`src/core_defines.svh`:
```
`ifndef CORE_DEFINES_SVH
`define CORE_DEFINES_SVH

// Datapath and register width
`define XLEN 32

// Byte lanes per data word
`define BE_W (`XLEN / 8)

// Byte PC, enough for a 4 KiB program space
`define PC_W 12

`define RF_AW 5 // 32 architectural registers

// Data memory, word addressed
`define DM_AW 10
`define DM_WORDS (1 << `DM_AW)

// First fetch after reset
`define RESET_PC 12'h000

`endif

```
`src/regfile.sv`:
```
`include "core_defines.svh"

module regfile (
	input  logic              CLK,
	input  logic              rst_n,
	input  logic              wr_en,
	input  logic [`RF_AW-1:0] wr_addr,
	input  logic [`XLEN-1:0]  wr_data,
	input  logic [`RF_AW-1:0] rs_a,
	input  logic [`RF_AW-1:0] rs_b,
	output logic [`XLEN-1:0]  rd_a,
	output logic [`XLEN-1:0]  rd_b
);

	logic [`XLEN-1:0] regs [1 << `RF_AW];

	// Written by WB at the edge, x0 never written
	always_ff @(posedge CLK or negedge rst_n) begin
		if (!rst_n) begin
			regs <= '{default: '0};
		end else if (wr_en && wr_addr != '0) begin
			regs[wr_addr] <= wr_data;
		end
	end

	// Old value on a same-cycle write, WB forwarding supplies the new one
	assign rd_a = (rs_a == '0) ? '0 : regs[rs_a];
	assign rd_b = (rs_b == '0) ? '0 : regs[rs_b];

endmodule

```
`config.mk`:
```
export PLATFORM = sky130hd
export DESIGN_NAME = regfile
export DESIGN_NICKNAME = d
export VERILOG_FILES = /design/src/regfile.sv
export VERILOG_INCLUDE_DIRS = /design/src /design/src/src
export SDC_FILE = /design/constraint.sdc
export NUM_CORES = 2
export LEC_CHECK = 0
export ABC_AREA = 1
export BUFFER_PORTS_ARGS = -buffer_cell sky130_fd_sc_hd__buf_4
export CAP_MARGIN = 0
export CORE_ASPECT_RATIO = 1.4
export CORE_MARGIN = 5
export CORE_UTILIZATION = 35
export CTS_CLUSTER_DIAMETER = 200
export DETAILED_ROUTE_END_ITERATION = 8
export GPL_TIMING_DRIVEN = 0
export SLEW_MARGIN = 20
export SYNTH_ARGS = -nofsm -noshare
export SYNTH_HDL_FRONTEND = slang
export SYNTH_SLANG_ARGS = --single-unit
```
`constraint.sdc`:
```
create_clock -name CLK -period 2.6 [get_ports CLK]
set_clock_uncertainty 0.2 [all_clocks]
set_input_delay 0.13 -clock CLK [delete_from_list [all_inputs] [get_ports CLK]]
set_output_delay 0.13 -clock CLK [all_outputs]
set_load 0.02 [all_outputs]
```
* Word-level counts from Yosys, hierarchy flattened
Cells that the tools add are included.
Word-level totals: register bits 1024, input port bits 50, output and inout port bits 64, word-level logic and storage cells 55
Cells by class: order comparisons 4, muxes and demuxes 11, bitwise logic cells 3, reduce and logical (&&, ||, !) cells 5
Operators with widths (number):
- $bwmux 1024 | 1
- $bmux 32 s5 | 2
- $mux 32 | 7
- $demux 32 s5 | 1
- $ge 6x6->1 const B | 3
- $not 5->6 | 3
- $logic_not 5->1 | 2
- $lt 6x1->1 const B | 1
- $reduce_bool 5->1 | 1
- $logic_and 1x1->1 | 2

* Depth between registers and ports, before layout
depth in word-level cells 6, depth in mapped cells 13, depth with buffers taken out 10

* Worst setup path after synthesis
OpenSTA, ideal clock, no wires.
path kind input to output, start point input rs_a[0], end point output rd_a[21], arrival time 1641 ps, required time 2270 ps, path slack 629 ps, stages 13, buffers on the path 4, path through buf_2 -> inv_1 -> buf_2 -> buf_2 -> clkbuf_1 -> nand2_1 -> nand3_1 -> nand3_1 -> nand2_1 -> nand2_1 -> nand3_1 -> nand2_1 -> nor2_1
On the way: cells in the longest elaborated chain, start to end 5, elaborated cells on any way between the ends 6, classes of those cells mux: 4; bitwise: 1; reduce/logical: 1
Ends and longest elaborated chain:
- from (decl) | line regfile.sv:9 | input logic [`RF_AW-1:0] rs_a,
- $not 5->6 (not written as such) | line regfile.sv:27 | assign rd_a = (rs_a == '0) ? '0 : regs[rs_a];
- $bmux 32 s5 | line regfile.sv:27
- $mux 32 (not written as such) (2 in a row) | line regfile.sv:27
- $mux 32 (*) | line regfile.sv:27
- to (decl) | line regfile.sv:11 | output logic [`XLEN-1:0] rd_a,
Mark *: on every way between the ends. The rest lies on a longest branch, timed or not. The select of a mux whose other input is x is not followed.

* Final worst setup path
start point register regs[799] in the netlist's numbering, end point output rd_b[31]
On the way: cells in the longest elaborated chain, start to end 4
Ends and longest elaborated chain:
- from (decl) | line regfile.sv:15 | logic [`XLEN-1:0] regs [1 << `RF_AW];
- from (signal, indexed assignment) | line regfile.sv:22 | regs[wr_addr] <= wr_data;
- $bmux 32 s5 | line regfile.sv:28 | assign rd_b = (rs_b == '0) ? '0 : regs[rs_b];
- $mux 32 (not written as such) (2 in a row) | line regfile.sv:28
- $mux 32 | line regfile.sv:28
- to (decl) | line regfile.sv:12 | output logic [`XLEN-1:0] rd_b
No other way between the ends. The select of a mux whose other input is x is not followed.

==> flow_summary.ini <==
[die]
ios = 114
num_rows = 175
die_x_microns = 351.1
core_sq_um = 162200
die-area_sq_um = 171200
start_util = 0.3513
die_h_microns = 487.5

[synthesis]
yosys_warnings = 0
netlist_instances = 8327
synth-edff-count = 0
synth_top_cells_by_area = dfrtp_1, nand2_1, nand3_1
synth_compound_area_frac = 0.1099
synth-adder-area-share = 0
async_reset_ff_frac = 1.000
synth_area_per_cell_sq_um = 6.846
yosysTopAreaCell = dfrtp_1
synth_top_family_by_area = simple AND/OR/NAND/NOR gates
synth_cell_types = 29
ys_ff_latch = 1024
ys_seq_area_frac = 0.4495
yosys_most_used_dff = dfrtp_1
yosys.area_share.xor_xnor = 0
yosysTopAreaCellShare = 0.4495
synth_nets = 8377
synth-simple-area-share = 0.3775
syn-cell-area_sq_um = 57000
synth_mux_area_frac = 0

[clock_tree]
clk_latency_ns = 0.80
cts_buffers = 116
clk_pin_slew_ns = 0.07
clock-root-buffer = clkbuf_16
cts_tree = yes
htreeDepth = 3
clock_sinks = 1024
ctsLongestPathBuffers = 3

[critical_path]
reg2reg_to = regs[610]
cp-end-kind = output port
path_class = reg2out
path_max_fanout = 3
arrival_ns = 2.45
reg2reg_slack_ns = 0.57
r2r_start = regs[610]
r2r_cells = 4
worstPathRequired_ns = 2.27
worstSetupStartpointType = flop

[final_layout]
final_cell_mix = nand2_1, nand3_1, dfrtp_1
largest_reg_flops = 1024
drive_gt1_frac = 0.1722
regMostFlops = regs
top_regs = regs x1024
areaGrowthSynthToFinish_pct = 25.38
layout_commonest_cell = nand2_1
nNetsFinal = 8807
post_layout_nonfiller_instances = 11020

[sta]
relSlewSlack = 0.06248
slew_violations = 0
rsz0062_at_grt = yes
finalCritPeriodShare = 1.069
finalWorstSetupSlack_ns = -0.1804
finalSetupTns_ns = -5.308
worst_pin_slew_ns = 1.406
min_period_ns = 2.780
finalHoldViolCount = 0
max_freq_ghz = 0.3597
finalSetupViolCount = 85

[grt]
antenna_found_initial = 52
grt_use_total = 0.5082
grt_max_degree = 139
grt_pass1_wl_microns = 583800
grt_overflow_total = 0
grt_pass1_vias = 65180

[route]
ant_nets = 0
drtIter0Drc = 10400
via_per_inst = 6.311
drc_errors = 8
num_vias = 69550
wl_microns = 445200
wl_per_cell_microns = 40.40
dr.pass1.iters = 9

[place]
post-place-ws_ns = -1.560
place.gp.congestion = 1.074
dpl.hpwl_microns = 325400
placedCellCount = 10580
numPortBuffers = 105

[power_and_ir_drop]
powerDensity_nw_per_um2 = 784.0
power.share.combinational = 0.261
switching_share = 0.3758
switching_power_mw = 21.05
p_leak_nw = 33.10
p_int_mw = 34.98
clkPwrFrac = 0.337
p_seq_frac = 0.401
max-vdd-ir-drop_mv = 0.6035

[worst_hold_path]
hold_path_depth = 4
hold_path.class = in2reg
min_from = wr_data[15]
hold_end = regs[111]

[flow_run]
max_cap_viol_count = 0

[status]
violations = DRC, setup timing
status = finished with violations
what timing repair did:
item | CTS | global route
resized for setup | 1082 | 441
hold buffers | 120 | 1
pin swaps | 185 | 248
hold endpoints to repair | 1229 | 14
buffers inserted | 14 | 45
gates cloned | 0 | 2
setup endpoints to repair | 64 | 474
area by class of cell:
type / count / area, sq um
Buffer: 756 / 4730
Sequential cell: 1024 / 25660
Fill cell: 17080 / 90780
Multi-Input combinational cell: 6435 / 30370
Clock inverter: 56 / 849.6
Antenna cell: 40 / 100.1
Clock buffer: 161 / 3342
Tap cell: 2124 / 2658
Timing Repair Buffer: 312 / 3328
Inverter: 112 / 435.4
metal layers:
layer  vias up  share of wire  wire length (microns)  track usage
li1      27970              -                      -            -
met1     33430           0.33                 149100       0.5668
met2      5869           0.42                 187300       0.7455
met3      2260           0.12                  52710       0.1743
met4        24           0.13                  56020       0.4953
met5         -        0.00039                    174     0.001437
per-stage QoR:
| stage | hold WS [ns] | utilization | power, mW | instance area [sq um] |
|---|---|---|---|---|
| 4_1_cts | 0.004030 | 0.4293 | 54.56 | 69650 |
| 3_5_place_dp | -0.05825 | 0.3774 | 34.91 | 61230 |
| 2_1_floorplan | -0.3656 | - | 28.95 | 57000 |
| 3_3_place_gp | 0.1565 | 0.3726 | 34.55 | 60450 |
| 5_1_grt | 0.05177 | 0.4401 | 57.68 | 71400 |
| 6_report | 0.01193 | 0.4405 | 56.03 | 71470 |
logic make-up after synthesis:
logic type,Yosys count
flops,1024
compound gates,1232
buf+inv,868
simple gates,5203
cells in the mapped netlist (26+ instances only):
cell and n:
a21oi_1 627, buf_1 76, buf_2 135, buf_4 36, clkbuf_1 504, dfrtp_1 1024, inv_1 101, nand2_1 2979
nand3_1 1371, nor2_1 814, o21ai_0 547, o21ai_1 26
power groups by stage:
stage               clock network, mW  logic (mW)  registers (mW)
floorplan                           0        7.48            21.5
global placement                    0        12.1            22.5
detailed placement                  0        12.4            22.5
CTS                              18.8        13.5            22.3
global route                     19.3        15.6            22.8
finish                           18.9        14.7            22.5
how the worst max path moves through the flow:
stage / to / from / slack (ns)
6_report: rd_b[31] / regs[799] / -0.18
5_1_grt: rd_b[6] / regs[838] / -0.15
4_1_cts: rd_a[8] / regs[776] / -0.10
3_5_place_dp: rd_b[22] / rs_b[2] / -1.56
3_3_place_gp: regs[636] / rst_n / -12.12
2_1_floorplan: rd_a[21] / rs_a[0] / 0.63
critical path, cell delays in order (launching register included):
cell     delay [ns]
dfrtp_1        0.41
a21oi_1        0.14
o21ai_1        0.11
a21oi_2        0.35
nor2_1         0.11
nor2_2         0.24
nor2_4         0.11
buf_6          0.15
Power figures use the tool's default switching activity.
