==> src/core_defines.svh <==
`ifndef CORE_DEFINES_SVH
`define CORE_DEFINES_SVH

// Datapath and register width
`define XLEN 32

// Byte lanes per data word
`define BE_W (`XLEN / 8)

// Byte PC, enough for a 4 KiB program space
`define PC_W 12

`define RF_AW 5 // 32 architectural registers

// Data memory, word addressed
`define DM_AW 10
`define DM_WORDS (1 << `DM_AW)

// First fetch after reset
`define RESET_PC 12'h000

`endif

==> src/core_pkg.sv <==
`include "core_defines.svh"

package core_pkg;

	// RV32I major opcodes in the supported subset
	typedef enum logic [6:0] {
		OPC_OP     = 7'b0110011,
		OPC_OP_IMM = 7'b0010011,
		OPC_LUI    = 7'b0110111,
		OPC_LOAD   = 7'b0000011,
		OPC_STORE  = 7'b0100011,
		OPC_BRANCH = 7'b1100011,
		OPC_JAL    = 7'b1101111,
		OPC_JALR   = 7'b1100111
	} opcode_e;

	typedef enum logic [3:0] {
		ALU_ADD, ALU_SUB, ALU_AND, ALU_OR, ALU_XOR,
		ALU_SLT, ALU_SLTU, ALU_SLL, ALU_SRL, ALU_SRA,
		ALU_PASS_B // LUI
	} alu_op_e;

	typedef enum logic [1:0] {WB_ALU, WB_LOAD, WB_PC4} wb_sel_e;

	// Where an ID operand comes from
	typedef enum logic [1:0] {FWD_RF, FWD_EXE, FWD_MEM, FWD_WB} fwd_src_e;

	// All zero is a bubble
	typedef struct packed {
		alu_op_e    alu_op;
		logic       sel_imm_b; // ALU B from immediate
		logic       sel_pc_a;  // Target adder based on PC, else on rs1
		logic       wr_en;     // Register write in WB
		logic       dm_we;     // Store
		logic       is_load;
		logic       is_branch;
		logic [2:0] funct3;    // Branch condition
		logic       is_jal;
		logic       is_jalr;
		wb_sel_e    wb_sel;
	} ctrl_t;

	typedef struct packed {
		logic [`PC_W-1:0] pc;
		logic [`PC_W-1:0] pc4;
		logic [31:0]      inst;
	} if_id_t;

	typedef struct packed {
		ctrl_t             ctrl;
		logic [`PC_W-1:0]  pc4;
		logic [`XLEN-1:0]  op_a;
		logic [`XLEN-1:0]  op_b;
		logic [`XLEN-1:0]  store_data;
		logic [`PC_W-1:0]  branch_target; // Used only if the branch is taken
		logic [`RF_AW-1:0] rd;
	} id_exe_t;

	typedef struct packed {
		ctrl_t             ctrl;
		logic [`PC_W-1:0]  pc4;
		logic [`XLEN-1:0]  alu_out;
		logic [`RF_AW-1:0] rd;
	} exe_mem_t;

	typedef struct packed {
		ctrl_t             ctrl;
		logic [`PC_W-1:0]  pc4;
		logic [`XLEN-1:0]  alu_out;
		logic [`XLEN-1:0]  load_data;
		logic [`RF_AW-1:0] rd;
	} mem_wb_t;

endpackage

==> src/alu.sv <==
`include "core_defines.svh"

module alu import core_pkg::*; (
	input  logic [`XLEN-1:0] op_a,
	input  logic [`XLEN-1:0] op_b,
	input  alu_op_e          alu_op,
	output logic [`XLEN-1:0] res,
	output logic             zero,
	output logic             less,
	output logic             less_u
);

	localparam int SHW = $clog2(`XLEN);

	logic [`XLEN:0]   diff; // Extra bit holds the borrow
	logic [SHW-1:0]   shamt;
	logic             sign_a, sign_b;

	assign diff   = {1'b0, op_a} - {1'b0, op_b};
	assign shamt  = op_b[SHW-1:0];
	assign sign_a = op_a[`XLEN-1];
	assign sign_b = op_b[`XLEN-1];

	// Branch flags, all from the one subtraction
	assign zero   = (diff[`XLEN-1:0] == '0);
	assign less_u = diff[`XLEN];
	assign less   = (sign_a ^ sign_b) ? sign_a : diff[`XLEN-1]; // Signs differ, negative one is less

	always_comb begin
		case (alu_op)
			ALU_ADD:    res = op_a + op_b;
			ALU_SUB:    res = diff[`XLEN-1:0];
			ALU_AND:    res = op_a & op_b;
			ALU_OR:     res = op_a | op_b;
			ALU_XOR:    res = op_a ^ op_b;
			ALU_SLT:    res = {{(`XLEN-1){1'b0}}, less};
			ALU_SLTU:   res = {{(`XLEN-1){1'b0}}, less_u};
			ALU_SLL:    res = op_a << shamt;
			ALU_SRL:    res = op_a >> shamt;
			ALU_SRA:    res = $signed(op_a) >>> shamt;
			ALU_PASS_B: res = op_b;
			default:    res = '0;
		endcase
	end

endmodule

==> config.mk <==
export PLATFORM = sky130hd
export DESIGN_NAME = alu
export DESIGN_NICKNAME = d
export VERILOG_FILES = /design/src/core_pkg.sv /design/src/alu.sv
export VERILOG_INCLUDE_DIRS = /design/src /design/src/src
export SDC_FILE = /design/constraint.sdc
export NUM_CORES = 1
export LEC_CHECK = 0
export BUFFER_PORTS_ARGS = -buffer_cell sky130_fd_sc_hd__buf_2
export CAP_MARGIN = 0
export CORE_ASPECT_RATIO = 1.1
export CORE_MARGIN = 1
export CORE_UTILIZATION = 45
export DETAILED_ROUTE_END_ITERATION = 8
export GPL_TIMING_DRIVEN = 0
export SLEW_MARGIN = 20
export SYNTH_ARGS = -nofsm -noshare
export SYNTH_HDL_FRONTEND = slang
export SYNTH_SLANG_ARGS = --single-unit
==> constraint.sdc <==
create_clock -name vclk -period 13
set_input_delay 1.3 -clock vclk [all_inputs]
set_output_delay 1.3 -clock vclk [all_outputs]
set_load 0.02 [all_outputs]
; Yosys cells after proc, flatten, opt, wreduce, memory -nomap -nowiden
; Index checks and enable logic that the tools add are counted.
[word_totals]
wordCells = 23
rom_bits = 0
memories = 0
latch_bits = 0
ram_bits = 0
register_bits = 0
[classes]
bitwise = 4
add_sub_neg = 2
magnitude_cmp = 0
mul = 0
n_shift = 3
reduce_logical = 2
mux = 2
eq_ne = 10
n_div = 0
[ops]
columns = cell, count
row1 = one-hot mux 32 bit (11 select lines), 1
row2 = subtractor 32 x 32 -> 33 bit, 1
row3 = adder 32 bit, 1
row4 = AND 32 bit, 1
row5 = zero test 32 bit, 1
row6 = OR 32 bit, 1
row7 = << shifter 32 x 5 -> 32 bit, 1
row8 = >> shifter 32 x 5 -> 32 bit, 1
row9 = >>> shifter 32 x 5 -> 32 bit, 1
row10 = bitwise XOR 32 bit, 1
row11 = equality test 4 x 3 -> 1 bit (second input constant), 4
row12 = equality test 4 bit (second input constant), 3
row13 = equality test 4 x 2 -> 1 bit (second input constant), 2
row14 = equality test 4 x 1 -> 1 bit (second input constant), 1
row15 = zero test 4 bit, 1
row16 = two-way mux 1 bit, 1
row17 = bitwise XOR 1 bit, 1

; Longest topological paths before layout
[logic_depth]
ltp_word = 3
mapped_depth = 25
depth_no_buf = 21

; Least setup slack after synthesis
; Ideal clock, no wire load.
[synth_path]
path_kind = input to output
startpoint = input port op_b[2]
endpoint = output port zero
cell_stages = 25
path_slack_ps = 4999
n_path_buf = 4
required_ps = 11700
arrival_time_ps = 6701
cell_sequence = clkbuf_1 clkinv_1 buf_2 buf_1 clkbuf_1 ha_1 inv_1 and3_1 nor4b_2 o311ai_2 o211a_1 nor2_1 o31a_1 o21bai_1 a21oi_1 fa_1 inv_1 a2111oi_0 o2111ai_1 nor3_1 o2111a_1 nand4_1 nor4_2 nand4_1 nor4_2
[synth_between]
elab_chain_len = 2
[synth_rtl]
columns = element, line_no
row1 = start: declaration, alu.sv:5  ; input logic [`XLEN-1:0] op_b,
row2 = subtractor 32 x 32 -> 33 bit, alu.sv:19  ; assign diff = {1'b0, op_a} - {1'b0, op_b};
row3 = zero test 32 bit, alu.sv:25  ; assign zero = (diff[`XLEN-1:0] == '0);
row4 = end: declaration, alu.sv:8  ; output logic zero,
; Every way passes these cells.

; Final worst setup path
; Same ends and word-level chain as after synthesis.

==> out/metrics.yaml <==
cpMostUsedCell: "buf_2"
seq_area_frac_synth: 0
vdd_drop_max_mv: 0.0235
violations: "DRC"
synthCells: 1343
p_comb_frac: 1.000
max_freq_ghz: 0.0967
drt-total-wl_mm: 50.8
tightest_slew_ns: 1.09
gr-max-usage-layer: "met2"
nets: 1615
grt_use_met1: 0.559
grt_pass1_wl_mm: 74.6
use_met3: 0.0808
yosys_warnings: 0
cts_setup_buffers: 0
finalSetupViolations: 0
fin_crit_sh: 0.796
power_uw: 517
regArea_um2: 0
avgSynthCellArea_um2: 6.90
worst_hold_path_type: "input pin to output pin"
crit_start: "op_b[2]"
clock_buffers: 0
grt_max_degree: 14
seq_cells: 0
leakage_uw: 0.00430
required_ns: 11.70
worstSetupEndpointType: "output pin"
switching_share: 0.661
place_area_um2: 10100
status: "finished with violations"
rsz0062_at_grt: "no"
intPower_uw: 175
cpPeakStageDelay_ns: 0.65
core_um2: 20000
num_vias: 12200
max_cap_viol_count: 0
drc_errors: 4
drt_iter0_markers: 1562
die_area_um2: 21200
ant_nets: 0
place_worst_setup_slack_ns: 2.94
drt_pre_antenna_iters: 9
final_common_cell: "nor2_1"
grt_overflow_total: 0
post_drt_via_cell_ratio: 7.17
n_antenna_cell: 0
crit_slowest_cell: "clkbuf_1"
ys_types: 89
synth_area_um2: 9270
fin_area_um2: 10100
antenna_found_initial: 0
criticalPathCategory: "input pin to output pin"
arrival_ns: 9.04
finalMaxSlewViolations: 0
grtUsageMet2: 0.751
slew_headroom: 0.273
final_util: 0.505
hp-start: "op_b[10]"
ctsHoldBuffers: 0
power_switching_uw: 342
final_cell_mix: "nor2_1, buf_2, a21oi_1, o21ai_0, ha_1"
ios: 103
synth_nets: 1511
initial_utilization: 0.464
p_per_area_nw_per_um2: 51.2
io_buffers: 102
final_layout_size_suffix_gt1_frac: 0.143
post-route-min-period_ns: 10.34
grt_usage: 0.466
finalSetupTns_ns: 0
setup_ws_ns: 2.66
pwr-share-clk: 0
die_w_um: 139
wl_per_cell_um: 30.0
areaGrowthSynthToFinish_pct: 9.03
crit_fanout: 11
dieHeight_um: 153
dp_hpwl_mm: 41.0
grt_pass1_vias: 11500
rows: 54
hold_violations: 0
post_cts_resized: 0
place.gp.congestion: 1.07
critPathLaunchType: "input pin"
power_frac_seq: 0
[worst max-delay path: cells and delay by family]
kind,cells,cell delay [ns]
fa+ha+maj,2,1.01
buf+inv,9,2.61
compound gates,8,2.50
simple gates,8,1.59
[worst paths after layout]
kind	cells past startpoint	endpoint
setup / recovery	27	zero
hold / removal	4	res[10]
[layout make-up]
class	count	area, µm²
repair buffers	102	510
plain buffers	112	473
fillers	2158	9890
well taps	252	315
inverters	95	359
multi-input cells	1136	8450
[logic make-up after synthesis]
family	Yosys count	share of synthesized area
AO/OA/AOI/OAI	476	0.346
adder cells (fa/ha/maj)	100	0.137
AND/OR/NAND/NOR	418	0.222
buffers and inverters	207	0.0897
multiplexers	104	0.169
XOR/XNOR	38	0.0359
[synth_stat cells (5+ instances only)]
cell type  number  share of area
nor2_1        129          0.052
a21oi_1       114          0.062
o21ai_0       112          0.060
ha_1           97           0.13
nand2_1        95          0.038
inv_1          92          0.037
clkbuf_1       78          0.032
mux2i_1        54          0.058
mux4_2         41           0.10
nand3_1        40          0.022
xnor2_1        30          0.028
nor3_1         29          0.016
o211ai_1       24          0.019
a22oi_1        23          0.019
buf_2          21          0.011
a221oi_1       19          0.018
nor2b_1        18          0.012
nor4_1         17          0.011
or3_1          17          0.011
a21o_1         16          0.013
nand2b_1       16          0.011
o21bai_1       14          0.011
a211oi_1       13          0.011
o2111ai_1      11          0.010
o21a_1         11         0.0089
o31ai_1        11         0.0089
a31oi_1         9         0.0061
mux2_2          9          0.011
a2111oi_0       8         0.0076
a211o_1         8         0.0076
a22o_1          8         0.0076
buf_1           8         0.0032
xor2_1          8         0.0076
and2_1          7         0.0047
and3_1          7         0.0047
nand4_1         7         0.0047
o221ai_1        7         0.0066
or4_1           7         0.0057
or2_2           6         0.0040
o21ai_1         5         0.0027
o311ai_0        5         0.0047
[power groups by stage]
stage | sequential [µW] | combinational (µW) | clock [µW]
6_report | 0 | 517 | 0
5_1_grt | 0 | 543 | 0
4_1_cts | 0 | 497 | 0
3_5_place_dp | 0 | 494 | 0
3_3_place_gp | 0 | 496 | 0
2_1_floorplan | 0 | 322 | 0
[metal layers]
| layer | share of wire | up-vias |
|---|---|---|
| met5 | 0 | - |
| met4 | 0.088 | 0 |
| met3 | 0.10 | 257 |
| met2 | 0.44 | 951 |
| met1 | 0.36 | 5713 |
| li1 | - | 5244 |
[stage by stage]
| step | std cells | hold slack [ns] |
|---|---|---|
| floorplan | 1343 | 2.84 |
| global placement | 1697 | 3.02 |
| detailed placement | 1697 | 3.01 |
| CTS | 1697 | 3.01 |
| global route | 1697 | 3.05 |
| finish | 1697 | 3.03 |
No activity file was read; power rests on OpenSTA's default activity.
