`src/core_defines.svh`:
```
`ifndef CORE_DEFINES_SVH
`define CORE_DEFINES_SVH

// Datapath and register width
`define XLEN 32

// Byte lanes per data word
`define BE_W (`XLEN / 8)

// Byte PC, enough for a 4 KiB program space
`define PC_W 12

`define RF_AW 5 // 32 architectural registers

// Data memory, word addressed
`define DM_AW 10
`define DM_WORDS (1 << `DM_AW)

// First fetch after reset
`define RESET_PC 12'h000

`endif

```
`src/core_pkg.sv`:
```
`include "core_defines.svh"

package core_pkg;

	// RV32I major opcodes in the supported subset
	typedef enum logic [6:0] {
		OPC_OP     = 7'b0110011,
		OPC_OP_IMM = 7'b0010011,
		OPC_LUI    = 7'b0110111,
		OPC_LOAD   = 7'b0000011,
		OPC_STORE  = 7'b0100011,
		OPC_BRANCH = 7'b1100011,
		OPC_JAL    = 7'b1101111,
		OPC_JALR   = 7'b1100111
	} opcode_e;

	typedef enum logic [3:0] {
		ALU_ADD, ALU_SUB, ALU_AND, ALU_OR, ALU_XOR,
		ALU_SLT, ALU_SLTU, ALU_SLL, ALU_SRL, ALU_SRA,
		ALU_PASS_B // LUI
	} alu_op_e;

	typedef enum logic [1:0] {WB_ALU, WB_LOAD, WB_PC4} wb_sel_e;

	// Where an ID operand comes from
	typedef enum logic [1:0] {FWD_RF, FWD_EXE, FWD_MEM, FWD_WB} fwd_src_e;

	// All zero is a bubble
	typedef struct packed {
		alu_op_e    alu_op;
		logic       sel_imm_b; // ALU B from immediate
		logic       sel_pc_a;  // Target adder based on PC, else on rs1
		logic       wr_en;     // Register write in WB
		logic       dm_we;     // Store
		logic       is_load;
		logic       is_branch;
		logic [2:0] funct3;    // Branch condition
		logic       is_jal;
		logic       is_jalr;
		wb_sel_e    wb_sel;
	} ctrl_t;

	typedef struct packed {
		logic [`PC_W-1:0] pc;
		logic [`PC_W-1:0] pc4;
		logic [31:0]      inst;
	} if_id_t;

	typedef struct packed {
		ctrl_t             ctrl;
		logic [`PC_W-1:0]  pc4;
		logic [`XLEN-1:0]  op_a;
		logic [`XLEN-1:0]  op_b;
		logic [`XLEN-1:0]  store_data;
		logic [`PC_W-1:0]  branch_target; // Used only if the branch is taken
		logic [`RF_AW-1:0] rd;
	} id_exe_t;

	typedef struct packed {
		ctrl_t             ctrl;
		logic [`PC_W-1:0]  pc4;
		logic [`XLEN-1:0]  alu_out;
		logic [`RF_AW-1:0] rd;
	} exe_mem_t;

	typedef struct packed {
		ctrl_t             ctrl;
		logic [`PC_W-1:0]  pc4;
		logic [`XLEN-1:0]  alu_out;
		logic [`XLEN-1:0]  load_data;
		logic [`RF_AW-1:0] rd;
	} mem_wb_t;

endpackage

```
`src/forwarding_unit.sv`:
```
`include "core_defines.svh"

module forwarding_unit import core_pkg::*; (
	input  logic [`RF_AW-1:0] rs_a,
	input  logic [`RF_AW-1:0] rs_b,
	input  logic              use_a,
	input  logic              use_b,
	input  logic [`RF_AW-1:0] exe_rd,
	input  ctrl_t             exe_ctrl,
	input  logic [`RF_AW-1:0] mem_rd,
	input  ctrl_t             mem_ctrl,
	input  logic [`RF_AW-1:0] wb_rd,
	input  ctrl_t             wb_ctrl,
	output fwd_src_e          src_a,
	output fwd_src_e          src_b,
	output logic              load_stall
);

	logic exe_hit_a, exe_hit_b;
	logic mem_hit_a, mem_hit_b;
	logic wb_hit_a, wb_hit_b;

	// A live writer of the same register, x0 excluded
	function automatic logic hit(input logic [`RF_AW-1:0] rs, input logic use_r,
			input logic [`RF_AW-1:0] rd, input logic wr_en);
		return use_r && wr_en && rs != '0 && rs == rd;
	endfunction

	assign exe_hit_a = hit(rs_a, use_a, exe_rd, exe_ctrl.wr_en);
	assign exe_hit_b = hit(rs_b, use_b, exe_rd, exe_ctrl.wr_en);
	assign mem_hit_a = hit(rs_a, use_a, mem_rd, mem_ctrl.wr_en);
	assign mem_hit_b = hit(rs_b, use_b, mem_rd, mem_ctrl.wr_en);
	assign wb_hit_a  = hit(rs_a, use_a, wb_rd, wb_ctrl.wr_en);
	assign wb_hit_b  = hit(rs_b, use_b, wb_rd, wb_ctrl.wr_en);

	// Youngest writer wins
	// EXE load data does not exist yet
	assign src_a = (exe_hit_a && !exe_ctrl.is_load) ? FWD_EXE :
	               mem_hit_a ? FWD_MEM :
	               wb_hit_a  ? FWD_WB  : FWD_RF;

	assign src_b = (exe_hit_b && !exe_ctrl.is_load) ? FWD_EXE :
	               mem_hit_b ? FWD_MEM :
	               wb_hit_b  ? FWD_WB  : FWD_RF;

	// Load in EXE feeding ID, wait one cycle until it reaches MEM
	assign load_stall = exe_ctrl.is_load && (exe_hit_a || exe_hit_b);

endmodule

```
`config.mk`:
```
export PLATFORM = sky130hd
export DESIGN_NAME = forwarding_unit
export DESIGN_NICKNAME = d
export VERILOG_FILES = /design/src/core_pkg.sv /design/src/forwarding_unit.sv
export VERILOG_INCLUDE_DIRS = /design/src /design/src/src
export SDC_FILE = /design/constraint.sdc
export NUM_CORES = 1
export LEC_CHECK = 0
export ABC_AREA = 1
export BUFFER_PORTS_ARGS = -buffer_cell sky130_fd_sc_hd__buf_2
export CAP_MARGIN = 15
export CORE_UTILIZATION = 35
export DETAILED_ROUTE_END_ITERATION = 8
export PLACE_DENSITY = 0.95
export SYNTH_ARGS = -nofsm -noshare
export SYNTH_HDL_FRONTEND = slang
export SYNTH_SLANG_ARGS = --single-unit
```
`constraint.sdc`:
```
create_clock -name vclk -period 2.2
set_clock_uncertainty 0.15 [all_clocks]
set_input_delay 0.44 -clock vclk [all_inputs]
set_output_delay 0.44 -clock vclk [all_outputs]
set_load 0.005 [all_outputs]
```
Word level (Yosys, flattened, before mapping)
Index checks and enable logic that the tools add are counted.
{"block": "classes", "eq_ne": 6, "n_mux": 6, "reduce_logical": 25}
{"cell": "$eq A5 B5 Y1", "n": 6}
{"cell": "$logic_and A1 B1 Y1", "n": 21}
{"cell": "$mux W2", "n": 6}
{"cell": "$reduce_bool A5 Y1", "n": 2}
{"cell": "$logic_not A1 Y1", "n": 1}
{"cell": "$logic_or A1 B1 Y1", "n": 1}
{"block": "totals", "ff_bits": 0, "out_inout_bits": 5}

Depth between registers and ports, before layout
{"block": "logic_depth", "word_depth": 6, "mapped_depth": 10, "depth_no_buf": 10}

Least setup slack after synthesis
No wires, ideal clock.
{"block": "synth_timing", "path_type": "input to output", "startpoint": "input rs_a[4]", "endpoint": "output src_a[1]", "t_arrival_ns": 0.985, "required_ns": 1.610, "path_slack_ns": 0.625, "stages": 8, "cell_sequence": "inv_1 > nand2_1 > nor2_2 > nor2_1 > nand2_1 > nand2_1 > nand2_1 > inv_1"}
{"block": "synth_via", "elab_chain_cells": 6, "elab_cells_between_ends": 14, "classes_between": "eq/ne (3); mux (3); reduce/logical (8)"}
{"item": "start: declaration", "line": "forwarding_unit.sv:4", "rtl": "input logic [`RF_AW-1:0] rs_a,"}
{"item": "$reduce_bool A5 Y1", "line": "forwarding_unit.sv:26", "rtl": "return use_r && wr_en && rs != '0 && rs == rd;"}
{"item": "$logic_and A1 B1 Y1 (2 in a row)", "line": "forwarding_unit.sv:26"}
{"item": "$mux W2", "line": "forwarding_unit.sv:40", "rtl": "wb_hit_a ? FWD_WB : FWD_RF;"}
{"item": "$mux W2", "line": "forwarding_unit.sv:39", "rtl": "mem_hit_a ? FWD_MEM :"}
{"item": "$mux W2 (*)", "line": "forwarding_unit.sv:38", "rtl": "assign src_a = (exe_hit_a && !exe_ctrl.is_load) ? FWD_EXE :"}
{"item": "end: declaration", "line": "forwarding_unit.sv:14", "rtl": "output fwd_src_e src_a,"}
Mark *: on every way between the ends. The rest lies on a longest branch, timed or not.

Worst setup path in the final report
Ends and elaborated chain as after synthesis.

==> impl_metrics.py <==
metrics = {
    "detailed_routing": {
        "drt_first_pass_iters": 4,
        "wl_per_cell_um": 7.79,
        "vias": 990,
        "viasPerCell": 4.38,
        "drt_wl_total_mm": 1.76,
        "drc": 0,
        "drt_iter0_drc": 16,
        "ant_nets": 0,
    },
    "yosys": {
        "syn-instance-count": 165,
        "synth_area_leader_cell": "nand2_1",
        "yosysWarningCount": 0,
        "synth_compound_area_frac": 0.0576,
        "synth.distinct_cells": 10,
        "synth_top_family_by_area": "simple AND/OR/NAND/NOR gates",
        "synthAdderAreaFrac": 0,
        "synthXorXnorAreaFrac": 0.0260,
        "synthTopCellsByArea": "nand2_1 54%, inv_1 13%, nand3_1 9.7%, nor2_2 5.6%, a21oi_1 4.5%",
        "yosysSeqAreaShare": 0,
        "netlist.area_leader.share": 0.535,
        "syn_area_per_cell_um2": 4.08,
        "syn-num-nets": 243,
        "muxShareOfSynthArea": 0,
        "syn_area_um2": 673,
        "synthSimpleGateAreaFrac": 0.732,
    },
    "final_layout": {
        "drive_gt1_frac": 0.244,
        "register_area_um2": 0,
        "clkbuf_count": 0,
        "fin_util": 0.501,
        "final_cell_mix": "96 x nand2_1, 36 x buf_2, 24 x inv_1, 13 x nand3_1, 8 x nor2_1",
        "diodes": 0,
        "final_common_cell": "nand2_1",
        "seq_cell_count": 0,
        "fin_nets": 281,
        "syn_to_final_growth_pct": 31.4,
    },
    "critical_path": {
        "endpoint_kind": "output pin",
        "cp_max_fo": 4,
        "cp_slowest_cell": "nor2_2",
        "cp_data_required_time_ns": 1.61,
        "critPathLaunchType": "input pin",
        "path_common_cell": "nand2_1",
        "slowest_delay_ns": 0.16,
        "cp.arrival_ns": 1.31,
        "path_cells": "buf_2, inv_1, nand2_1, nor2_2, nor2_1, nand2_1, nand2_1, nand2_1, inv_1, buf_2",
        "worst-setup-path-type": "in -> out",
        "cp-startpoint": "rs_a[4]",
        "cp-endpoint": "src_a[1]",
    },
    "global_routing": {
        "grt_usage": 0.176,
        "grt_overflow": 0,
        "grt_pass1_wl_mm": 2.91,
        "grt_pass1_vias": 793,
        "grt_max_degree": 5,
        "antenna_found_initial": 0,
    },
    "sta": {
        "setup_viol": 0,
        "period_share": 0.864,
        "grt_setup_unrepaired": "no",
        "min_period_ns": 1.90,
        "worst_pin_slew_ns": 0.150,
        "fin_tns_setup_ns": 0,
        "finalHoldViolations": 0,
        "slew_violations": 0,
        "fmax_mhz": 526,
        "relSlewSlack": 0.900,
        "fin_hold_ws_ns": 1.06,
    },
    "power": {
        "irDropWorstVdd_v": 0.0000597,
        "p_per_area_nw_per_um2": 153,
        "leakage_uw": 0.000621,
    },
    "floorplanning": {
        "start_util": 0.382,
        "num_io_pins": 83,
        "die_y_um": 45.9,
        "dieArea_um2": 2100,
        "core_area_um2": 1760,
        "chipWidth_um": 45.9,
        "rows": 15,
    },
    "outcome": {
        "status": "finished, final reports clean",
    },
    "place": {
        "gp_congestion": 0.886,
        "portBuffers": 36,
        "dpl.hpwl_mm": 1.59,
    },
    "clock_tree": {
        "cts-resized-gates": 0,
        "hold_buffers": 0,
        "post_cts_buffers": 0,
    },
    "flow_run": {
        "cap_violations": 0,
    },
    "min_path": {
        "worstHoldPathType": "in -> out",
    },
}
critical path, delay by kind of cell:
| family | cells | cell delay [ns] |
|---|---|---|
| AND/OR/NAND/NOR | 6 | 0.50 |
| buffers and inverters | 4 | 0.37 |
metrics by stage:
step                setup slack (ns)  total power [µW]  instance area [µm²]  cells
finish                         0.300               135                  885    226
global route                   0.168               155                  885    226
CTS                            0.301               135                  885    226
detailed placement             0.303               134                  885    226
global placement               0.325               131                  885    226
floorplan                      0.625              77.5                  673    165
routing by layer:
metal | track usage | vias up | share of wire
li1 | - | 555 | -
met3 | 0.00794 | 0 | 0.062
met2 | 0.318 | 29 | 0.49
met4 | 0.0176 | 0 | 0
met5 | 0 | - | 0
met1 | 0.233 | 406 | 0.45
how the worst min path moves through the flow:
stage,depth (start not counted),startpoint,slack (ns),end
after floorplan,2,exe_ctrl[8],0.84,load_stall
after global placement,4,exe_ctrl[8],1.06,load_stall
after detailed placement,4,exe_ctrl[8],1.06,load_stall
after CTS,4,exe_ctrl[8],1.06,load_stall
after global routing,4,exe_ctrl[8],1.11,load_stall
final,4,exe_ctrl[8],1.06,load_stall
cells in the mapped netlist, drive strengths merged:
library cell	count
nand2	96
xnor2	2
nor2	14
clkinv	3
inv	30
a21oi	7
nand3	13
layout make-up:
type / count / area, µm²
Inverter: 33 / 124
Tap cell: 25 / 31.3
Fill cell: 202 / 880
Timing Repair Buffer: 36 / 180
Multi-Input combinational cell: 132 / 549
power by group:
| part | switching [µW] | internal (µW) |
|---|---|---|
| clock | 0 | 0 |
| sequential | 0 | 0 |
| combinational | 80.2 | 54.8 |
| total | 80.2 | 54.8 |
kinds of logic (layout without fill, tap and decap cells):
family                 count (synthesis)  after routing
AO/OA/AOI/OAI                          7              7
XOR/XNOR                               2              2
AND/OR/NAND/NOR                      123            123
buffers and inverters                 33             69
Power figures use the tool's default switching activity.
