===== src/core_defines.svh =====
`ifndef CORE_DEFINES_SVH
`define CORE_DEFINES_SVH

// Datapath and register width
`define XLEN 32

// Byte lanes per data word
`define BE_W (`XLEN / 8)

// Byte PC, enough for a 4 KiB program space
`define PC_W 12

`define RF_AW 5 // 32 architectural registers

// Data memory, word addressed
`define DM_AW 10
`define DM_WORDS (1 << `DM_AW)

// First fetch after reset
`define RESET_PC 12'h000

`endif


===== src/core_pkg.sv =====
`include "core_defines.svh"

package core_pkg;

	// RV32I major opcodes in the supported subset
	typedef enum logic [6:0] {
		OPC_OP     = 7'b0110011,
		OPC_OP_IMM = 7'b0010011,
		OPC_LUI    = 7'b0110111,
		OPC_LOAD   = 7'b0000011,
		OPC_STORE  = 7'b0100011,
		OPC_BRANCH = 7'b1100011,
		OPC_JAL    = 7'b1101111,
		OPC_JALR   = 7'b1100111
	} opcode_e;

	typedef enum logic [3:0] {
		ALU_ADD, ALU_SUB, ALU_AND, ALU_OR, ALU_XOR,
		ALU_SLT, ALU_SLTU, ALU_SLL, ALU_SRL, ALU_SRA,
		ALU_PASS_B // LUI
	} alu_op_e;

	typedef enum logic [1:0] {WB_ALU, WB_LOAD, WB_PC4} wb_sel_e;

	// Where an ID operand comes from
	typedef enum logic [1:0] {FWD_RF, FWD_EXE, FWD_MEM, FWD_WB} fwd_src_e;

	// All zero is a bubble
	typedef struct packed {
		alu_op_e    alu_op;
		logic       sel_imm_b; // ALU B from immediate
		logic       sel_pc_a;  // Target adder based on PC, else on rs1
		logic       wr_en;     // Register write in WB
		logic       dm_we;     // Store
		logic       is_load;
		logic       is_branch;
		logic [2:0] funct3;    // Branch condition
		logic       is_jal;
		logic       is_jalr;
		wb_sel_e    wb_sel;
	} ctrl_t;

	typedef struct packed {
		logic [`PC_W-1:0] pc;
		logic [`PC_W-1:0] pc4;
		logic [31:0]      inst;
	} if_id_t;

	typedef struct packed {
		ctrl_t             ctrl;
		logic [`PC_W-1:0]  pc4;
		logic [`XLEN-1:0]  op_a;
		logic [`XLEN-1:0]  op_b;
		logic [`XLEN-1:0]  store_data;
		logic [`PC_W-1:0]  branch_target; // Used only if the branch is taken
		logic [`RF_AW-1:0] rd;
	} id_exe_t;

	typedef struct packed {
		ctrl_t             ctrl;
		logic [`PC_W-1:0]  pc4;
		logic [`XLEN-1:0]  alu_out;
		logic [`RF_AW-1:0] rd;
	} exe_mem_t;

	typedef struct packed {
		ctrl_t             ctrl;
		logic [`PC_W-1:0]  pc4;
		logic [`XLEN-1:0]  alu_out;
		logic [`XLEN-1:0]  load_data;
		logic [`RF_AW-1:0] rd;
	} mem_wb_t;

endpackage


===== src/decoder.sv =====
`include "core_defines.svh"

module decoder import core_pkg::*; (
	input  logic [31:0]      inst,
	output ctrl_t            ctrl,
	output logic [`XLEN-1:0] imm
);

	opcode_e          opcode;
	logic [2:0]       funct3;
	logic             alt;   // funct7[5], SUB and SRA
	logic [`XLEN-1:0] imm_i;
	logic [`XLEN-1:0] imm_s;
	logic [`XLEN-1:0] imm_b;
	logic [`XLEN-1:0] imm_u;
	logic [`XLEN-1:0] imm_j;

	// funct3 to ALU op, shared by OP and OP_IMM
	function automatic alu_op_e funct_op(input logic [2:0] f3, input logic sub_sra);
		alu_op_e op;
		case (f3)
			3'd0: op = sub_sra ? ALU_SUB : ALU_ADD;
			3'd1: op = ALU_SLL;
			3'd2: op = ALU_SLT;
			3'd3: op = ALU_SLTU;
			3'd4: op = ALU_XOR;
			3'd5: op = sub_sra ? ALU_SRA : ALU_SRL;
			3'd6: op = ALU_OR;
			default: op = ALU_AND;
		endcase
		return op;
	endfunction

	assign opcode = opcode_e'(inst[6:0]);
	assign funct3 = inst[14:12];
	assign alt    = inst[30];

	// Immediate formats, all sign-extended from bit 31
	assign imm_i = {{20{inst[31]}}, inst[31:20]};
	assign imm_s = {{20{inst[31]}}, inst[31:25], inst[11:7]};
	assign imm_b = {{19{inst[31]}}, inst[31], inst[7], inst[30:25], inst[11:8], 1'b0};
	assign imm_u = {inst[31:12], 12'b0};
	assign imm_j = {{11{inst[31]}}, inst[31], inst[19:12], inst[20], inst[30:21], 1'b0};

	always_comb begin
		ctrl = '0; // Bubble unless recognised
		imm  = '0;
		case (opcode)
			OPC_OP: begin
				ctrl.alu_op = funct_op(funct3, alt);
				ctrl.wr_en  = 1'b1;
			end
			OPC_OP_IMM: begin
				ctrl.alu_op    = funct_op(funct3, alt && funct3 == 3'd5); // Bit 30 only means SRAI
				ctrl.sel_imm_b = 1'b1;
				ctrl.wr_en     = 1'b1;
				imm            = imm_i;
			end
			OPC_LUI: begin
				ctrl.alu_op    = ALU_PASS_B;
				ctrl.sel_imm_b = 1'b1;
				ctrl.wr_en     = 1'b1;
				imm            = imm_u;
			end
			OPC_LOAD: begin
				ctrl.sel_imm_b = 1'b1; // Address is rs1 + imm
				ctrl.wr_en     = 1'b1;
				ctrl.is_load   = 1'b1;
				ctrl.wb_sel    = WB_LOAD;
				imm            = imm_i;
			end
			OPC_STORE: begin
				ctrl.sel_imm_b = 1'b1;
				ctrl.dm_we     = 1'b1;
				imm            = imm_s;
			end
			OPC_BRANCH: begin
				ctrl.alu_op    = ALU_SUB; // Flags come from rs1 - rs2
				ctrl.sel_pc_a  = 1'b1;
				ctrl.is_branch = 1'b1;
				ctrl.funct3    = funct3;
				imm            = imm_b;
			end
			OPC_JAL: begin
				ctrl.sel_pc_a = 1'b1;
				ctrl.wr_en    = 1'b1;
				ctrl.is_jal   = 1'b1;
				ctrl.wb_sel   = WB_PC4; // Link
				imm           = imm_j;
			end
			OPC_JALR: begin
				ctrl.wr_en   = 1'b1;
				ctrl.is_jalr = 1'b1;
				ctrl.wb_sel  = WB_PC4;
				imm          = imm_i;
			end
			default: ;
		endcase
	end

endmodule


===== config.mk =====
export PLATFORM = sky130hd
export DESIGN_NAME = decoder
export DESIGN_NICKNAME = d
export VERILOG_FILES = /design/src/core_pkg.sv /design/src/decoder.sv
export VERILOG_INCLUDE_DIRS = /design/src /design/src/src
export SDC_FILE = /design/constraint.sdc
export NUM_CORES = 1
export LEC_CHECK = 0
export BUFFER_PORTS_ARGS = -buffer_cell sky130_fd_sc_hd__buf_2
export CAP_MARGIN = 15
export CORE_MARGIN = 4
export CORE_UTILIZATION = 35
export DETAILED_ROUTE_END_ITERATION = 10
export MAX_ROUTING_LAYER = met4
export PLACE_DENSITY = 0.84
export SKIP_LAST_GASP = 1
export SLEW_MARGIN = 20
export SYNTH_ARGS = -nofsm -noshare
export SYNTH_HDL_FRONTEND = slang
export SYNTH_SLANG_ARGS = --single-unit

===== constraint.sdc =====
create_clock -name vclk -period 2.1
set_clock_uncertainty 0.05 [all_clocks]
set_input_delay 0.21 -clock vclk [all_inputs]
set_output_delay 0.21 -clock vclk [all_outputs]
set_load 0.02 [all_outputs]

## Yosys cells after proc, flatten, opt, wreduce, memory -nomap -nowiden

Cells that the tools add are included.

- Mux-type cells: 17
- Equality and inequality tests: 14
- Reductions and logical operators: 7

Operators by type and width:

| operator | number |
|---|---|
| case mux 32 bit (5 select lines) | 1 |
| case mux 4 bit (7 select lines) | 2 |
| == test 7 x 6 -> 1 bit, second input constant | 3 |
| == test 7 bit, second input constant | 3 |
| case mux 4 bit (4 select lines) | 1 |
| two-way mux 1 bit | 11 |
| == test 3 bit, second input constant | 3 |
| == test 7 x 2 -> 1 bit, second input constant | 1 |
| == test 7 x 5 -> 1 bit, second input constant | 1 |
| == test 3 x 2 -> 1 bit, second input constant | 2 |
| OR reduction 6 bit | 1 |
| two-way mux 4 bit | 1 |
| case mux 2 bit (2 select lines) | 1 |
| OR reduction 2 bit | 2 |
| OR reduction 4 bit | 1 |
| == test 3 x 1 -> 1 bit, second input constant | 1 |
| zero test 3 bit | 1 |
| OR reduction 3 bit | 1 |
| logical AND 1 bit | 1 |

- Register bits: 0
- Output and inout bits: 49
- Word-level logic and storage cells: 38
- Bits of input ports: 32

## Depth between registers and ports, before layout

- Word-level depth: 5
- Gate-level depth with buffers: 6
- Mapped depth without buffers: 5

## Worst setup path before layout

Ideal clock, no wire load.

- Path type: input -> output
- Start point: in inst[4]
- End point: out imm[11]
- Path buffers: 1
- Path slack: 27 ps
- Data required time: 1840 ps
- Stages: 4
- Arrival: 1813 ps
- Cell sequence: buf_2 > nand2b_1 > nor4_1 > a221o_1

- Longest elaborated chain between the ends: 3
- Elaborated cells on any way between the ends: 9
- Those cells by class: eq/ne: 7; mux: 1; reduce/logical: 1

Ends and longest elaborated chain:

| element | RTL line | source |
|---|---|---|
| start: declaration | decoder.sv:4 | `input logic [31:0] inst,` |
| == test 7 bit (tied with other cells) | decoder.sv:48 | `case (opcode)` |
| OR reduction 3 bit (no source line) | - |  |
| case mux 32 bit (5 select lines) * | decoder.sv:48 |  |
| end: declaration | decoder.sv:6 | `` output logic [`XLEN-1:0] imm `` |

Mark *: on every way between the ends. The rest lies on a longest branch, timed or not.

## Final worst setup path

- Start point: in inst[5]
- End point: out imm[26]

The elaborated chain is that of the path after synthesis.

==> qor.txt <==
type of origin of the critical path: input pin
Syn. warnings: 0
post-synthesis simple-gate area fraction: 0.431
multi-input logic area: 638 µm²
Critical Path RT: 1.84 ns
Synth area leader: a21o_1
DP Wirelength: 2530 µm
f_max: 509 MHz
Post-synth top cells: a21o_1 (20), nand2_1 (11), and2_1 (7)
status: finished clean
overall routing resource usage: 0.218
fin area: 0.00112 mm²
PD cells: 133 mW/mm²
dpl cell area: 0.00112 mm²
sequential fraction of design power: 0
Crit Path Category: input pin to output port
Final Slew Violations: 0
final hold slack: 0.684 ns
post-CTS setup buffer count: 0
largest net degree at the start of global routing: 16
LEAKAGE: 0.836 nW
DR pass1 iterations: 4
Comb pwr share: 1.000
switching share of total power: 0.592
Ports: 81
Slew @ Worst Pin: 0.535 ns
mapped cell area: 691 µm²
top-area cell type share of the netlist area: 0.217
Max stage delay on crit path: 0.42 ns
worst setup margin: 0.135 ns
CP endpoint kind: output port
Final Net Count: 213
critical path's most frequent cell: buf_2
IO Port Bufs: 81
Layout area overhead: 61.6%
cells after synthesis: 102
P_sw: 0.0000878 W
crit-path cells: buf_2, mux2_4, a2111oi_4, and2_1, a21o_1, buf_2
xor and xnor area share after synthesis: 0.0127
Storage cell area: 0 µm²
Post-CTS Resized: 0
Ant. Diodes: 0
setup TNS: 0 ns
combinational family with the most area after synthesis: compound AO/OA/AOI/OAI gates
Final Hold Fails: 0
fraction of layout cells with a size suffix above 1: 0.514
sequential fraction of the synthesis area: 0
first-pass GRT wire length: 4730 µm
Core Util, Final: 0.619
Vias: 1113
antenna-violating nets left: 0
CP arrival: 1.70 ns
crit path time final: 1.97 ns
Die ar.: 0.00275 mm²
unrepaired setup endpoints after global routing: false
Post-route DRC: 0
synth unique cells: 36
routability cong.: 0.838
Detailed Route Iter0 Violations: 14
Synth Area per Inst: 6.77 µm²
Place WS: 0.141 ns
post-synthesis net count: 134
Final setup viols: 0
clock share of power: 0
number of global-route vias before repair: 1079
main area contributors after synthesis: a21o_1 (22%), a22o_1 (6.3%), and2_1 (6.3%)
Cell Rows: 15
Routed Wire Length: 2990 µm
adder-cell area share of the yosys netlist: 0
cts hold-fix bufs: 0
chip height: 52.4 µm
vias per cell: 5.46
hold crit path type: input pin to output port
Initial Utilization: 0.383
Final Cycle Share: 0.936
Int Pwr: 0.0000605 W
post-synthesis compound-gate area fraction: 0.444
initial antenna violation count: 0
multiplexer share of the synthesized area: 0.0362
Core Area: 0.00180 mm²
Slew headroom: 0.640
Fillers: 182
cell with the most instances after synthesis: a21o_1
worst-path fanout max: 11
total grt overflow: 0
sequential cell count: 0
crit path max-delay cell type: and2_1
Max Cap Violations: 0
chip width: 52.4 µm
drt wl/cell: 14.7 µm
# clk buffers: 0
VDD IR max: 0.0753 mV
[final timing paths]
check                 startpoint       to  slack, ns  cells after the start
worst max-delay path     inst[5]  imm[26]       0.14                      6
worst min-delay path    inst[19]  imm[19]       0.68                      3
[power groups by stage]
stage / combinational [W] / sequential, W / clock, W
after floorplan: 0.0000813 / 0 / 0
after global placement: 0.000141 / 0 / 0
after detailed placement: 0.000147 / 0 / 0
after CTS: 0.000147 / 0 / 0
after global routing: 0.000162 / 0 / 0
final: 0.000148 / 0 / 0
[cell type report]
cell class,count,share of cell area
Multi-Input combinational cell,91,0.572
Timing Repair Buffer,85,0.390
Tap cell,25,0.0280
Inverter,3,0.0101
[layout by cell type, fill, tap and decap left out, drive strengths merged, types with 2 or more instances in the layout]
cell	netlist	layout
a21o	20	20
a22o	5	5
and2	7	7
and3	5	5
buf	5	85
inv	3	3
nand2	11	11
nand2b	5	5
nand4b	2	2
nor2	7	7
nor2b	3	3
nor3	3	3
nor4	3	3
o21ai	2	2
o22ai	2	2
or3	2	2
[critical path: cells and delay by family]
family                 cells  cell delay [ns]
AO/OA/AOI/OAI              2             0.36
multiplexers               1             0.33
AND/OR/NAND/NOR            1             0.42
buffers and inverters      2             0.37
[metrics by stage]
stage          power (W)  std cells
3_5_place_dp    0.000147        204
4_1_cts         0.000147        204
2_1_floorplan  0.0000813        102
5_1_grt         0.000162        204
6_report        0.000148        204
3_3_place_gp    0.000141        204
[metal layers]
metal / routed length, µm / vias to the layer above / track usage
met5: 0 / - / -
met4: 21 / 0 / 0.0340
met3: 256 / 4 / 0.0285
met2: 1550 / 59 / 0.397
met1: 1160 / 519 / 0.256
li1: - / 531 / -
[cells by family (layout without fill, tap and decap cells)]
| group | Yosys count | in the layout |
|---|---|---|
| AOI/OAI and AO/OA | 37 | 37 |
| muxes | 2 | 2 |
| buffers and inverters | 11 | 88 |
| xor gates and xnor gates | 1 | 1 |
| and+or+nand+nor | 51 | 51 |
(Power assumes the default switching activity.)
